**src/hdl/emesh_defines.svh**
```systemverilog
// emesh transaction buffer build constants
// fifo sizing and almost-full threshold
`ifndef EMESH_DEFINES_SVH
`define EMESH_DEFINES_SVH

//##################################################
// fifo geometry
//##################################################

// packet slots in the fifo, power of two
`define EMESH_FIFO_DEPTH 16

// occupancy at which almost_full rises
`define EMESH_PROG_FULL 12

`endif

```
**src/hdl/emesh_pkg.sv**
```systemverilog
// emesh packet format
// field types and the 104-bit packed transaction
package emesh_pkg;

   // access size
   typedef enum logic [1:0]
   {
      DM_BYTE   = 2'b00,
      DM_HALF   = 2'b01,
      DM_WORD   = 2'b10,
      DM_DOUBLE = 2'b11
   } datamode_t;

   typedef logic [4:0]  ctrlmode_t;   // routing/control hints
   typedef logic [31:0] addr_t;       // dst/src address
   typedef logic [31:0] data_t;       // write payload

   //##################################################
   // packet layout, msb first
   //##################################################
   typedef struct packed
   {
      logic      write;      // 1 = write, 0 = read
      datamode_t datamode;
      ctrlmode_t ctrlmode;
      addr_t     dstaddr;
      data_t     data;       // zero on reads
      addr_t     srcaddr;    // return address for reads
   } packet_t;

endpackage

```
**src/hdl/fifo_rd_if.sv**
```systemverilog
// fifo read-side interface
// consumer pops with rd_en, dout follows one cycle later
`timescale 1ns/1ps

interface fifo_rd_if
  #(parameter type T  = logic,   // payload type
    parameter int  AW = 5);      // count width

   logic          rd_en;   // read strobe, ignored when empty
   T              dout;    // valid the cycle after a read
   logic          empty;   // nothing stored
   logic [AW-1:0] count;   // entries held

   // decoder side
   modport consumer
   (
      output rd_en,
      input  dout,
      input  empty,
      input  count
   );

   // buffer side
   modport fifo
   (
      input  rd_en,
      output dout,
      output empty,
      output count
   );

endinterface

```
**src/hdl/fifo_wr_if.sv**
```systemverilog
// fifo write-side interface
// producer pushes with wr_en, fifo reports full/prog_full
`timescale 1ns/1ps

interface fifo_wr_if
  #(parameter type T = logic);   // payload type

   logic wr_en;      // write strobe, ignored when full
   T     din;        // payload to store
   logic full;       // no free slot
   logic prog_full;  // occupancy at threshold

   // encoder side
   modport producer
   (
      output wr_en,
      output din,
      input  full,
      input  prog_full
   );

   // buffer side
   modport fifo
   (
      input  wr_en,
      input  din,
      output full,
      output prog_full
   );

endinterface

```
**src/hdl/emesh_fifo_top.sv**
```systemverilog
// emesh transaction buffer top level
// encoder, synchronous fifo and decoder behind plain valid/ready ports
`timescale 1ns/1ps
`include "emesh_defines.svh"

module emesh_fifo_top
   (
   input  logic                                 clk,
   input  logic                                 nreset,
   input  logic                                 clear,
   // access in
   input  logic                                 in_valid,
   output logic                                 in_ready,
   input  logic                                 in_write,
   input  emesh_pkg::datamode_t                 in_datamode,
   input  emesh_pkg::ctrlmode_t                 in_ctrlmode,
   input  emesh_pkg::addr_t                     in_dstaddr,
   input  emesh_pkg::data_t                     in_data,
   input  emesh_pkg::addr_t                     in_srcaddr,
   // access out
   output logic                                 out_valid,
   input  logic                                 out_ready,
   output logic                                 out_write,
   output emesh_pkg::datamode_t                 out_datamode,
   output emesh_pkg::ctrlmode_t                 out_ctrlmode,
   output emesh_pkg::addr_t                     out_dstaddr,
   output emesh_pkg::data_t                     out_data,
   output emesh_pkg::addr_t                     out_srcaddr,
   // occupancy
   output logic                                 almost_full,
   output logic [$clog2(`EMESH_FIFO_DEPTH):0]   fifo_level
   );

   localparam int CW = $clog2(`EMESH_FIFO_DEPTH) + 1;  // count width

   fifo_wr_if #(.T(emesh_pkg::packet_t))           wr_if ();
   fifo_rd_if #(.T(emesh_pkg::packet_t), .AW(CW))  rd_if ();

   assign almost_full = wr_if.prog_full;
   assign fifo_level  = rd_if.count;

   //##################################################
   // datapath
   //##################################################
   packet_encoder enc_i
   (
      .clk, .nreset, .clear,
      .in_valid, .in_ready, .in_write, .in_datamode,
      .in_ctrlmode, .in_dstaddr, .in_data, .in_srcaddr,
      .wr (wr_if.producer)
   );

   fifo_sync #(.T         (emesh_pkg::packet_t),
               .DEPTH     (`EMESH_FIFO_DEPTH),
               .PROG_FULL (`EMESH_PROG_FULL)) fifo_i
   (
      .clk, .nreset, .clear,
      .wr (wr_if.fifo),
      .rd (rd_if.fifo)
   );

   packet_decoder dec_i
   (
      .clk, .nreset, .clear,
      .rd (rd_if.consumer),
      .out_valid, .out_ready, .out_write, .out_datamode,
      .out_ctrlmode, .out_dstaddr, .out_data, .out_srcaddr
   );

endmodule

```
**src/hdl/fifo_sync.sv**
```systemverilog
// synchronous fifo on a dual-port memory
// wrap-bit pointers, occupancy count, programmable almost-full
`timescale 1ns/1ps

module fifo_sync
  #(parameter type T         = logic,      // payload type
    parameter int  DEPTH     = 16,         // slots, power of two
    parameter int  PROG_FULL = DEPTH - 1)  // prog_full threshold
   (
   input  logic    clk,
   input  logic    nreset,   // async, active low
   input  logic    clear,    // sync flush of the whole fifo
   fifo_wr_if.fifo wr,
   fifo_rd_if.fifo rd
   );

   localparam int PW = $clog2(DEPTH);  // address width
   localparam int AW = PW + 1;         // count width, holds DEPTH

   logic [PW:0]   wr_ptr;  // msb is the wrap bit
   logic [PW:0]   rd_ptr;
   logic [AW-1:0] count;
   logic          fifo_write;
   logic          fifo_read;
   logic          ptr_match;

   //##################################################
   // flags
   //##################################################
   assign fifo_write = wr.wr_en & ~wr.full;
   assign fifo_read  = rd.rd_en & ~rd.empty;
   assign ptr_match  = (wr_ptr[PW-1:0] == rd_ptr[PW-1:0]);

   // same slot: wrap bits tell full from empty
   assign wr.full  = ptr_match & (wr_ptr[PW] != rd_ptr[PW]);
   assign rd.empty = ptr_match & (wr_ptr[PW] == rd_ptr[PW]);

   assign wr.prog_full = (count >= AW'(PROG_FULL));
   assign rd.count     = count;

   //##################################################
   // pointers and count
   //##################################################
   always_ff @(posedge clk or negedge nreset)
   begin
      if (!nreset)
      begin
         wr_ptr <= '0;
         rd_ptr <= '0;
         count  <= '0;
      end
      else if (clear)
      begin
         wr_ptr <= '0;  // drop everything stored
         rd_ptr <= '0;
         count  <= '0;
      end
      else
      begin
         if (fifo_write)
            wr_ptr <= wr_ptr + 1'b1;
         if (fifo_read)
            rd_ptr <= rd_ptr + 1'b1;
         case ({fifo_write, fifo_read})
            2'b10:   count <= count + 1'b1;  // lone write
            2'b01:   count <= count - 1'b1;  // lone read
            default: count <= count;         // both or neither
         endcase
      end
   end

   // output is registered in the ram, empty needs no delay stage
   mem_dp #(.T(T), .DEPTH(DEPTH)) mem_i
   (
      .clk     (clk),
      .wr_en   (fifo_write),
      .wr_addr (wr_ptr[PW-1:0]),
      .wr_din  (wr.din),
      .rd_en   (fifo_read),
      .rd_addr (rd_ptr[PW-1:0]),
      .rd_dout (rd.dout)
   );

   //##################################################
   // protocol checks
   //##################################################
   a_no_write_full : assert property (@(posedge clk) disable iff (!nreset)
      !(wr.wr_en && wr.full))
      else $error("fifo_sync: write while full");

   a_no_read_empty : assert property (@(posedge clk) disable iff (!nreset)
      !(rd.rd_en && rd.empty))
      else $error("fifo_sync: read while empty");

   // pointer flags agree with the counter, so never both high
   a_flags_count : assert property (@(posedge clk) disable iff (!nreset)
      (wr.full == (count == AW'(DEPTH))) && (rd.empty == (count == '0)))
      else $error("fifo_sync: full/empty disagree with count");

endmodule

```
**src/hdl/mem_dp.sv**
```systemverilog
// generic dual-port memory
// one write port, one read port with registered output
`timescale 1ns/1ps

module mem_dp
  #(parameter type T     = logic,  // word type
    parameter int  DEPTH = 16,     // words
    localparam int AW    = $clog2(DEPTH))
   (
   input  logic          clk,
   // write port
   input  logic          wr_en,
   input  logic [AW-1:0] wr_addr,
   input  T              wr_din,
   // read port
   input  logic          rd_en,
   input  logic [AW-1:0] rd_addr,
   output T              rd_dout    // next cycle after rd_en
   );

   T mem [DEPTH];  // storage array

   //##################################################
   // write port
   //##################################################
   always_ff @(posedge clk)
   begin
      if (wr_en)
      begin
         mem[wr_addr] <= wr_din;
      end
   end

   //##################################################
   // read port
   //##################################################
   // output register holds its word until the next read
   always_ff @(posedge clk)
   begin
      if (rd_en)
      begin
         rd_dout <= mem[rd_addr];  // one-cycle latency
      end
   end

endmodule

```
**src/hdl/packet_decoder.sv**
```systemverilog
// fifo to access decoder
// reads the fifo into a two-entry skid store and unpacks the head
`timescale 1ns/1ps

module packet_decoder
   (
   input  logic                  clk,
   input  logic                  nreset,
   input  logic                  clear,
   // fifo read side
   fifo_rd_if.consumer           rd,
   // access output, valid/ready
   output logic                  out_valid,
   input  logic                  out_ready,
   output logic                  out_write,
   output emesh_pkg::datamode_t  out_datamode,
   output emesh_pkg::ctrlmode_t  out_ctrlmode,
   output emesh_pkg::addr_t      out_dstaddr,
   output emesh_pkg::data_t      out_data,
   output emesh_pkg::addr_t      out_srcaddr
   );

   emesh_pkg::packet_t store [2];  // skid entries
   emesh_pkg::packet_t head_pkt;
   logic               head;       // next entry to send
   logic               tail;       // next entry to fill
   logic [1:0]         cnt;        // entries held, 0..2
   logic [1:0]         claimed;    // held plus in flight
   logic               pending;    // rd.dout valid this cycle
   logic               push;
   logic               pop;

   //##################################################
   // read issue
   //##################################################
   assign out_valid = (cnt != 2'd0);
   assign pop       = out_valid & out_ready;
   assign push      = pending;
   assign claimed   = cnt + {1'b0, pending};

   // room for one more once this cycle settles, pop frees a slot
   assign rd.rd_en = ~rd.empty & ((claimed < 2'd2) | pop);

   //##################################################
   // store control
   //##################################################
   always_ff @(posedge clk or negedge nreset)
   begin
      if (!nreset)
      begin
         pending <= 1'b0;
         head    <= 1'b0;
         tail    <= 1'b0;
         cnt     <= 2'd0;
      end
      else if (clear)
      begin
         pending <= 1'b0;  // in-flight word is dropped
         head    <= 1'b0;
         tail    <= 1'b0;
         cnt     <= 2'd0;
      end
      else
      begin
         pending <= rd.rd_en;  // ram latency is one cycle
         if (push)
            tail <= ~tail;
         if (pop)
            head <= ~head;
         case ({push, pop})
            2'b10:   cnt <= cnt + 1'b1;
            2'b01:   cnt <= cnt - 1'b1;
            default: cnt <= cnt;
         endcase
      end
   end

   // capture ram output
   always_ff @(posedge clk)
   begin
      if (push)
         store[tail] <= rd.dout;
   end

   //##################################################
   // unpack
   //##################################################
   assign head_pkt     = store[head];
   assign out_write    = head_pkt.write;
   assign out_datamode = head_pkt.datamode;
   assign out_ctrlmode = head_pkt.ctrlmode;
   assign out_dstaddr  = head_pkt.dstaddr;
   assign out_data     = head_pkt.data;
   assign out_srcaddr  = head_pkt.srcaddr;

   // a read issued now must find a free slot when it lands
   a_store_room : assert property (@(posedge clk) disable iff (!nreset || clear)
      rd.rd_en |=> (clear || cnt < 2'd2 || pop))
      else $error("packet_decoder: skid store overflow");

endmodule

```
**src/hdl/packet_encoder.sv**
```systemverilog
// access to packet encoder
// packs each accepted access and stages it for the fifo write port
`timescale 1ns/1ps

module packet_encoder
   (
   input  logic                 clk,
   input  logic                 nreset,
   input  logic                 clear,
   // access input, valid/ready
   input  logic                 in_valid,
   output logic                 in_ready,
   input  logic                 in_write,
   input  emesh_pkg::datamode_t in_datamode,
   input  emesh_pkg::ctrlmode_t in_ctrlmode,
   input  emesh_pkg::addr_t     in_dstaddr,
   input  emesh_pkg::data_t     in_data,
   input  emesh_pkg::addr_t     in_srcaddr,
   // fifo write side
   fifo_wr_if.producer          wr
   );

   emesh_pkg::packet_t next_pkt;   // packed from the inputs
   emesh_pkg::packet_t stage_pkt;  // waiting for the fifo
   logic               stage_valid;
   logic               wr_fire;
   logic               accept;

   //##################################################
   // handshake
   //##################################################
   assign wr_fire  = stage_valid & ~wr.full;   // stage drains this cycle
   assign in_ready = ~stage_valid | wr_fire;   // empty or emptying
   assign accept   = in_valid & in_ready;

   assign wr.wr_en = wr_fire;
   assign wr.din   = stage_pkt;

   //##################################################
   // packing
   //##################################################
   always_comb
   begin
      next_pkt.write    = in_write;
      next_pkt.datamode = in_datamode;
      next_pkt.ctrlmode = in_ctrlmode;
      next_pkt.dstaddr  = in_dstaddr;
      next_pkt.data     = in_write ? in_data : '0;  // reads carry no payload
      next_pkt.srcaddr  = in_srcaddr;
   end

   // stage flag
   always_ff @(posedge clk or negedge nreset)
   begin
      if (!nreset)
         stage_valid <= 1'b0;
      else if (clear)
         stage_valid <= 1'b0;  // flush drops the staged packet
      else if (accept)
         stage_valid <= 1'b1;
      else if (wr_fire)
         stage_valid <= 1'b0;
   end

   // stage payload
   always_ff @(posedge clk)
   begin
      if (accept)
         stage_pkt <= next_pkt;
   end

   // a stalled packet must reach the fifo unchanged
   a_stage_hold : assert property (@(posedge clk) disable iff (!nreset)
      (stage_valid && wr.full && !clear)
      |=> (stage_valid && stage_pkt == $past(stage_pkt)))
      else $error("packet_encoder: staged packet changed while stalled");

endmodule

```
**config.mk**
```make
export PLATFORM = sky130hd
export DESIGN_NAME = emesh_fifo_top
export DESIGN_NICKNAME = d
export VERILOG_FILES = /design/src/hdl/emesh_pkg.sv /design/src/hdl/fifo_rd_if.sv /design/src/hdl/fifo_wr_if.sv /design/src/hdl/emesh_fifo_top.sv /design/src/hdl/fifo_sync.sv /design/src/hdl/mem_dp.sv /design/src/hdl/packet_decoder.sv /design/src/hdl/packet_encoder.sv
export VERILOG_INCLUDE_DIRS = /design/src /design/src/hdl
export SDC_FILE = /design/constraint.sdc
export NUM_CORES = 2
export LEC_CHECK = 0
export BUFFER_PORTS_ARGS = -buffer_cell sky130_fd_sc_hd__clkbuf_2
export CAP_MARGIN = 20
export CORE_ASPECT_RATIO = 0.7
export CORE_MARGIN = 1.5
export CORE_UTILIZATION = 60
export CTS_BUF_LIST = sky130_fd_sc_hd__clkbuf_8
export DETAILED_ROUTE_END_ITERATION = 8
export GPL_TIMING_DRIVEN = 0
export HOLD_SLACK_MARGIN = 0.1
export MAX_ROUTING_LAYER = met4
export PLACE_DENSITY = 0.74
export REMOVE_ABC_BUFFERS = 1
export SLEW_MARGIN = 20
export SYNTH_ARGS = -nofsm -noshare
export SYNTH_HDL_FRONTEND = slang
export SYNTH_SLANG_ARGS = --single-unit
```
**constraint.sdc**
```tcl
create_clock -name clk -period 24.8 [get_ports clk]
set_input_delay 4.96 -clock clk [delete_from_list [all_inputs] [get_ports clk]]
set_output_delay 4.96 -clock clk [all_outputs]
set_load 0.02 [all_outputs]
```
# Word-level counts from Yosys, hierarchy flattened
# Memory sizes are Yosys's and may differ from the RTL's. A register that Yosys moved wholly into a read port is not among the register bits.
# Cells that the tools add are included.
[classes]
bitwise_logic = 15
order_cmp = 2
eq_ne = 7
mul = 0
div = 0
n_mux = 20
shifts = 0
add_sub_neg = 7
reduce_logical = 8
[op_table]
columns = ["op", "count"]
rows = [
  ["$mux W5", 5],
  ["$add A5 B1 Y5 const B", 3],
  ["$mux W1", 12],
  ["$pmux W5 S2", 1],
  ["$reduce_bool A2 Y1", 5],
  ["$reduce_bool A3 Y1", 3],
  ["$and A1 B1 Y1", 8],
  ["$ge A5 B4 Y1 const B", 1],
  ["$not A1 Y1", 5],
  ["$sub A5 B1 Y5 const B", 1],
  ["$eq A2 B1 Y1 const B", 2],
  ["$eq A2 B2 Y1 const B", 2],
  ["$eq A4 B4 Y1", 1],
  ["$pmux W2 S2", 1],
  ["$add A2 B1 Y2", 1],
  ["$add A2 B1 Y2 const B", 1],
  ["$lt A2 B2 Y1 const B", 1],
  ["$mux W2", 1],
  ["$or A1 B1 Y1", 2],
  ["$sub A2 B1 Y2 const B", 1],
  ["$eq A1 B1 Y1", 1],
  ["$ne A1 B1 Y1", 1],
]
[word_totals]
reg_bits = 125
ramBits = 1872
out_inout_bits = 112
latchBits = 0
n_memories = 2
mem_bits_ro = 0
[mem_list]
columns = ["memory", "depth", "width", "rd", "rd_ports_with_merged_regs", "write_ports", "line", "text"]
rows = [
  ["fifo_i.mem_i.mem", 16, 104, 1, 1, 1, "mem_dp.sv:21", "T mem [DEPTH];"],
  ["dec_i.store", 2, 104, 1, 0, 1, "packet_decoder.sv:23", "emesh_pkg::packet_t store [2];"],
]

# Logic depth before layout (Yosys ltp)
[depth]
depth_word = 8
ltp_mapped = 13
depth_no_buf = 11

# By module
# A second synthesis with hierarchy kept.
[hier_totals]
hier_cells = 3252
hier_area_um2 = 77722.0
[modules_own_cells]
columns = ["mod", "seq_area_each_um2", "instances", "area_each_um2", "cells_per_inst"]
rows = [
  ["mem_dp", 53090.9, 1, 65301.4, 2662],
  ["packet_decoder", 6371.1, 1, 8034.0, 354],
  ["packet_encoder", 3148.0, 1, 3428.3, 145],
  ["fifo_sync", 375.4, 1, 958.4, 91],
]

# Worst setup path before layout
# Ideal clock, no wire load.
[synth_path]
path_kind = "input port to flip-flop"
from = "input in_valid"
to = "register enc_i.stage_pkt, in the netlist enc_i.wr.din[0] (enable)"
t_arrival_ns = 10.019
required_ns = 24.199
cell_stages = 2
setup_time_ns = 0.601
path_slack_ns = 14.180
path_cell_list = "inv_1 a21oi_1"
[synth_via]
elab_chain_len = 1
[synth_rtl]
columns = ["item", "line", "text"]
rows = [
  ["start: declaration", "emesh_fifo_top.sv:12", "input logic in_valid,"],
  ["$and A1 B1 Y1", "packet_encoder.sv:34", "assign accept = in_valid & in_ready;"],
  ["net enc_i.accept", "packet_encoder.sv:27", "logic accept;"],
  ["end signal: assignment", "packet_encoder.sv:69", "stage_pkt <= next_pkt;"],
  ["end: declaration", "packet_encoder.sv:24", "emesh_pkg::packet_t stage_pkt;"],
]
# The timed path passes the listed nets, and every way through them passes these cells.
# A chain may end at the register's enable or synchronous reset.

# Final worst setup path
[layout_path]
from = "register fifo_i.rd_ptr[0]"
to = "output in_ready"
[layout_via]
elab_chain_len = 5
[layout_rtl]
columns = ["item", "line", "text"]
rows = [
  ["start: declaration", "fifo_sync.sv:21", "logic [PW:0] rd_ptr;"],
  ["start signal: assignment", "fifo_sync.sv:63", "rd_ptr <= rd_ptr + 1'b1;"],
  ["$eq A4 B4 Y1", "fifo_sync.sv:32", "assign ptr_match = (wr_ptr[PW-1:0] == rd_ptr[PW-1:0]);"],
  ["$and A1 B1 Y1", "fifo_sync.sv:35", "assign wr.full = ptr_match & (wr_ptr[PW] != rd_ptr[PW]);"],
  ["$not A1 Y1", "packet_encoder.sv:32", "assign wr_fire = stage_valid & ~wr.full;"],
  ["$and A1 B1 Y1", "packet_encoder.sv:32", ""],
  ["$or A1 B1 Y1", "packet_encoder.sv:33", "assign in_ready = ~stage_valid | wr_fire;"],
  ["end: declaration", "emesh_fifo_top.sv:13", "output logic in_ready,"],
]
# Every way passes these cells.

==> impl_metrics.env <==
export IMPL_outcome="completed"
export IMPL_min_path_type="reg -> reg"
export IMPL_hold_depth=0
export IMPL_layout_commonest_cell="edfxtp_1"
export IMPL_grt_start_max_net_pins=58
export IMPL_port_buffer_count=220
export IMPL_critPathCaptureType="output pin"
export IMPL_start_util_pct=60.8
export IMPL_via_per_inst=6.12
export IMPL_maxCapViolations=0
export IMPL_syn_area_per_cell_um2=23.3
export IMPL_synth_top_area_share_pct=79.5
export IMPL_first_pass_iters=5
export IMPL_insertion_delay_ns=1.00
export IMPL_cts_root_buf="clkbuf_8"
export IMPL_synth_seq_cells=2101
export IMPL_async_flop_share_pct=1.00
export IMPL_finalCritPeriodShare_pct=33.8
export IMPL_syn2layout_area_growth_pct=15.6
export IMPL_fmax_mhz=119
export IMPL_syn_area_mm2=0.0785
export IMPL_report_final_slew_viol_count=0
export IMPL_synth_cell_types=43
export IMPL_p_leak_uw=0.0291
export IMPL_hold_viol=0
export IMPL_power_density_mw_per_mm2=93.0
export IMPL_crit_path_cell_trace="buf_12, xnor2_1, nand4_1, nor2_1, nand2_1, clkbuf_2"
export IMPL_post_route_min_period_ns=8.37
export IMPL_wl_per_cell_um=27.9
export IMPL_endpoint="in_ready"
export IMPL_initialDrtViolationCount=3964
export IMPL_nets=4080
export IMPL_arrival_ns=3.41
export IMPL_layout_filler_cells=7447
export IMPL_cp_required_ns=19.84
export IMPL_rsz0062_at_grt="false"
export IMPL_htree_levels=5
export IMPL_clock_sinks=2101
export IMPL_place_hpwl_um=105000
export IMPL_path_max_fanout=23
export IMPL_drive_gt1_share_pct=32.8
export IMPL_drc=0
export IMPL_worst_path_stages=6
export IMPL_numCtsBuffers=317
export IMPL_synth_edf_count=2080
export IMPL_num_io_pins=221
export IMPL_cp_start_kind="flip-flop"
export IMPL_dp_cells=5379
export IMPL_synth_largest_area_cell="edfxtp_1"
export IMPL_drt_wl_total_um=165000
export IMPL_cp_top_family="simple AND/OR/NAND/NOR gates"
export IMPL_placementRows=110
export IMPL_cp_num_buf_inv=2
export IMPL_yosysWarnings=0
export IMPL_die_h_um=306
export IMPL_final_cell_mix="2080 x edfxtp_1, 416 x mux4_2, 325 x clkbuf_8, 220 x clkbuf_2, 110 x nor2b_1"
export IMPL_antenna_found_initial=5
export IMPL_gr_usage_all_layers_pct=26.1
export IMPL_core_mm2=0.129
export IMPL_r2r_slack_ns=20.38
export IMPL_crit_path_top_delay_cell="dfrtp_4"
export IMPL_path_class="reg -> out"
export IMPL_cts_tree="yes"
export IMPL_setup_viol=0
export IMPL_grt_pass1_wl_um=243000
export IMPL_final_antenna_net_count=0
export IMPL_holdBufCountCts=0
export IMPL_die_area_mm2=0.133
export IMPL_yosysSeqAreaShare_pct=80.2
export IMPL_chipWidth_um=435
export IMPL_setup_tns_ns=0
export IMPL_critPathLaunch="fifo_i.rd_ptr[0]$_DFFE_PN0P_"
export IMPL_grt_pass1_vias=36800
export IMPL_num_vias=36200
export IMPL_hold_ws_ns=0.412
export IMPL_synth_area_top_cells="edfxtp_1 80%, mux4_2 12%, mux2_2 1.5%"
export IMPL_worstMarginPinSlew_ns=1.00
export IMPL_syn_inst=3376
export IMPL_max_slew_margin_rel_pct=33.2
export IMPL_gp_congestion=0.686
export IMPL_r2r_cells=12
export IMPL_skew_ns=0.0453
export IMPL_synth_main_ff_cell="edfxtp_1"
export IMPL_grt_ovfl_total=0
export IMPL_reg2reg_from="fifo_i.rd_ptr[0]$_DFFE_PN0P_"
export IMPL_max_stage_delay_ns=0.74
export IMPL_cts_path_max_buffers=4
export IMPL_clk_pin_slew_ns=0.07
export IMPL_r2r_end="fifo_i.mem_i.mem[2][35]$_DFFE_PP_"
export IMPL_fin_cells=5918
export IMPL_post_cts_buffers=0
export IMPL_cts_resized=0
export IMPL_power_uw=8440
export IMPL_vdd_drop_max_mv=0.0667
-- cell usage after synthesis, types with 2 or more instances --
cell / instances
buf_2: 40
mux4_2: 416
nor2_1: 31
a211oi_1: 104
o21a_1: 2
nor3_1: 5
dfrtp_1: 21
nor2b_1: 111
inv_1: 7
edfxtp_1: 2080
mux2i_1: 108
buf_6: 17
and2_1: 35
buf_1: 6
a21oi_1: 109
nand2_1: 9
mux2_4: 4
o21ai_0: 3
clkbuf_1: 93
o211ai_1: 3
xor2_1: 8
mux2_2: 105
xnor2_1: 9
buf_4: 20
and3_1: 2
a21o_1: 2
or3_1: 2
ha_1: 8
nand2b_1: 2
-- metrics by stage --
stage	util [%]	cell area (µm²)	setup slack [ns]
2_1_floorplan	-	77600	0.578
3_3_place_gp	62.6	80900	-16.13
3_5_place_dp	65.9	85200	16.81
4_1_cts	70.2	90700	16.34
5_1_grt	70.2	90700	16.20
6_report	70.2	90700	16.43
-- flip-flops by register name, summed over array words and instances (netlist names) --
register,count
fifo_i.wr_ptr,5
fifo_i.rd_ptr,5
fifo_i.mem_i.mem,1664
dec_i.store,208
fifo_i.rd.count,5
fifo_i.mem_i.rd_dout,104
dec_i.cnt,2
enc_i.wr.din,104
dec_i.tail,1
enc_i.stage_valid,1
dec_i.head,1
dec_i.pending,1
-- worst min-delay path by stage --
| stage | from | end |
|---|---|---|
| floorplan | fifo_i.mem_i.rd_dout[0]$_DFFE_PP_ | dec_i.store[0][0]$_DFFE_PP_ |
| global placement | fifo_i.mem_i.rd_dout[47]$_DFFE_PP_ | dec_i.store[0][47]$_DFFE_PP_ |
| detailed placement | fifo_i.mem_i.rd_dout[47]$_DFFE_PP_ | dec_i.store[1][47]$_DFFE_PP_ |
| CTS | fifo_i.mem_i.rd_dout[13]$_DFFE_PP_ | dec_i.store[0][13]$_DFFE_PP_ |
| global route | fifo_i.mem_i.rd_dout[50]$_DFFE_PP_ | dec_i.store[1][50]$_DFFE_PP_ |
| finish | fifo_i.mem_i.rd_dout[0]$_DFFE_PP_ | dec_i.store[1][0]$_DFFE_PP_ |
-- cells by family (layout without fill, tap and decap cells) --
group / count (synthesis) / after routing / synth area share [%]
DFF: 2101 / 2101 / 80.2
AOI/OAI and AO/OA: 231 / 231 / 1.88
other: 0 / 7 / 0
adders and majority gates: 9 / 9 / 0.153
muxes: 633 / 633 / 14.9
buffers and inverters: 183 / 982 / 1.20
xor gates and xnor gates: 17 / 17 / 0.190
and+or+nand+nor: 202 / 202 / 1.48
-- metal layers --
metal  share of wire (%)  global-route usage (%)
met1                  40                    35.7
met2                  50                    41.1
met3                 7.1                    4.73
met4                 2.4                    7.34
met5                   0                       -
-- power by group --
group	switching, µW	leakage (µW)	internal [µW]
Combinational	799	0.00664	728
Sequential	144	0.0192	4240
Clock	1250	0.00319	1280
Total	2190	0.0291	6250
-- cell type report --
type                            instances  area [µm²]  share of cell area (%)
Sequential cell                      2101       63000                    69.4
Multi-Input combinational cell       1092       14700                    16.2
Timing Repair Buffer                  443        5290                    5.83
Clock buffer                          325        4470                    4.93
Tap cell                             1736        2170                    2.39
Clock inverter                        207        1030                    1.13
Inverter                                7        26.3                  0.0290
Antenna cell                            7        17.5                  0.0193
(Power assumes the default switching activity.)
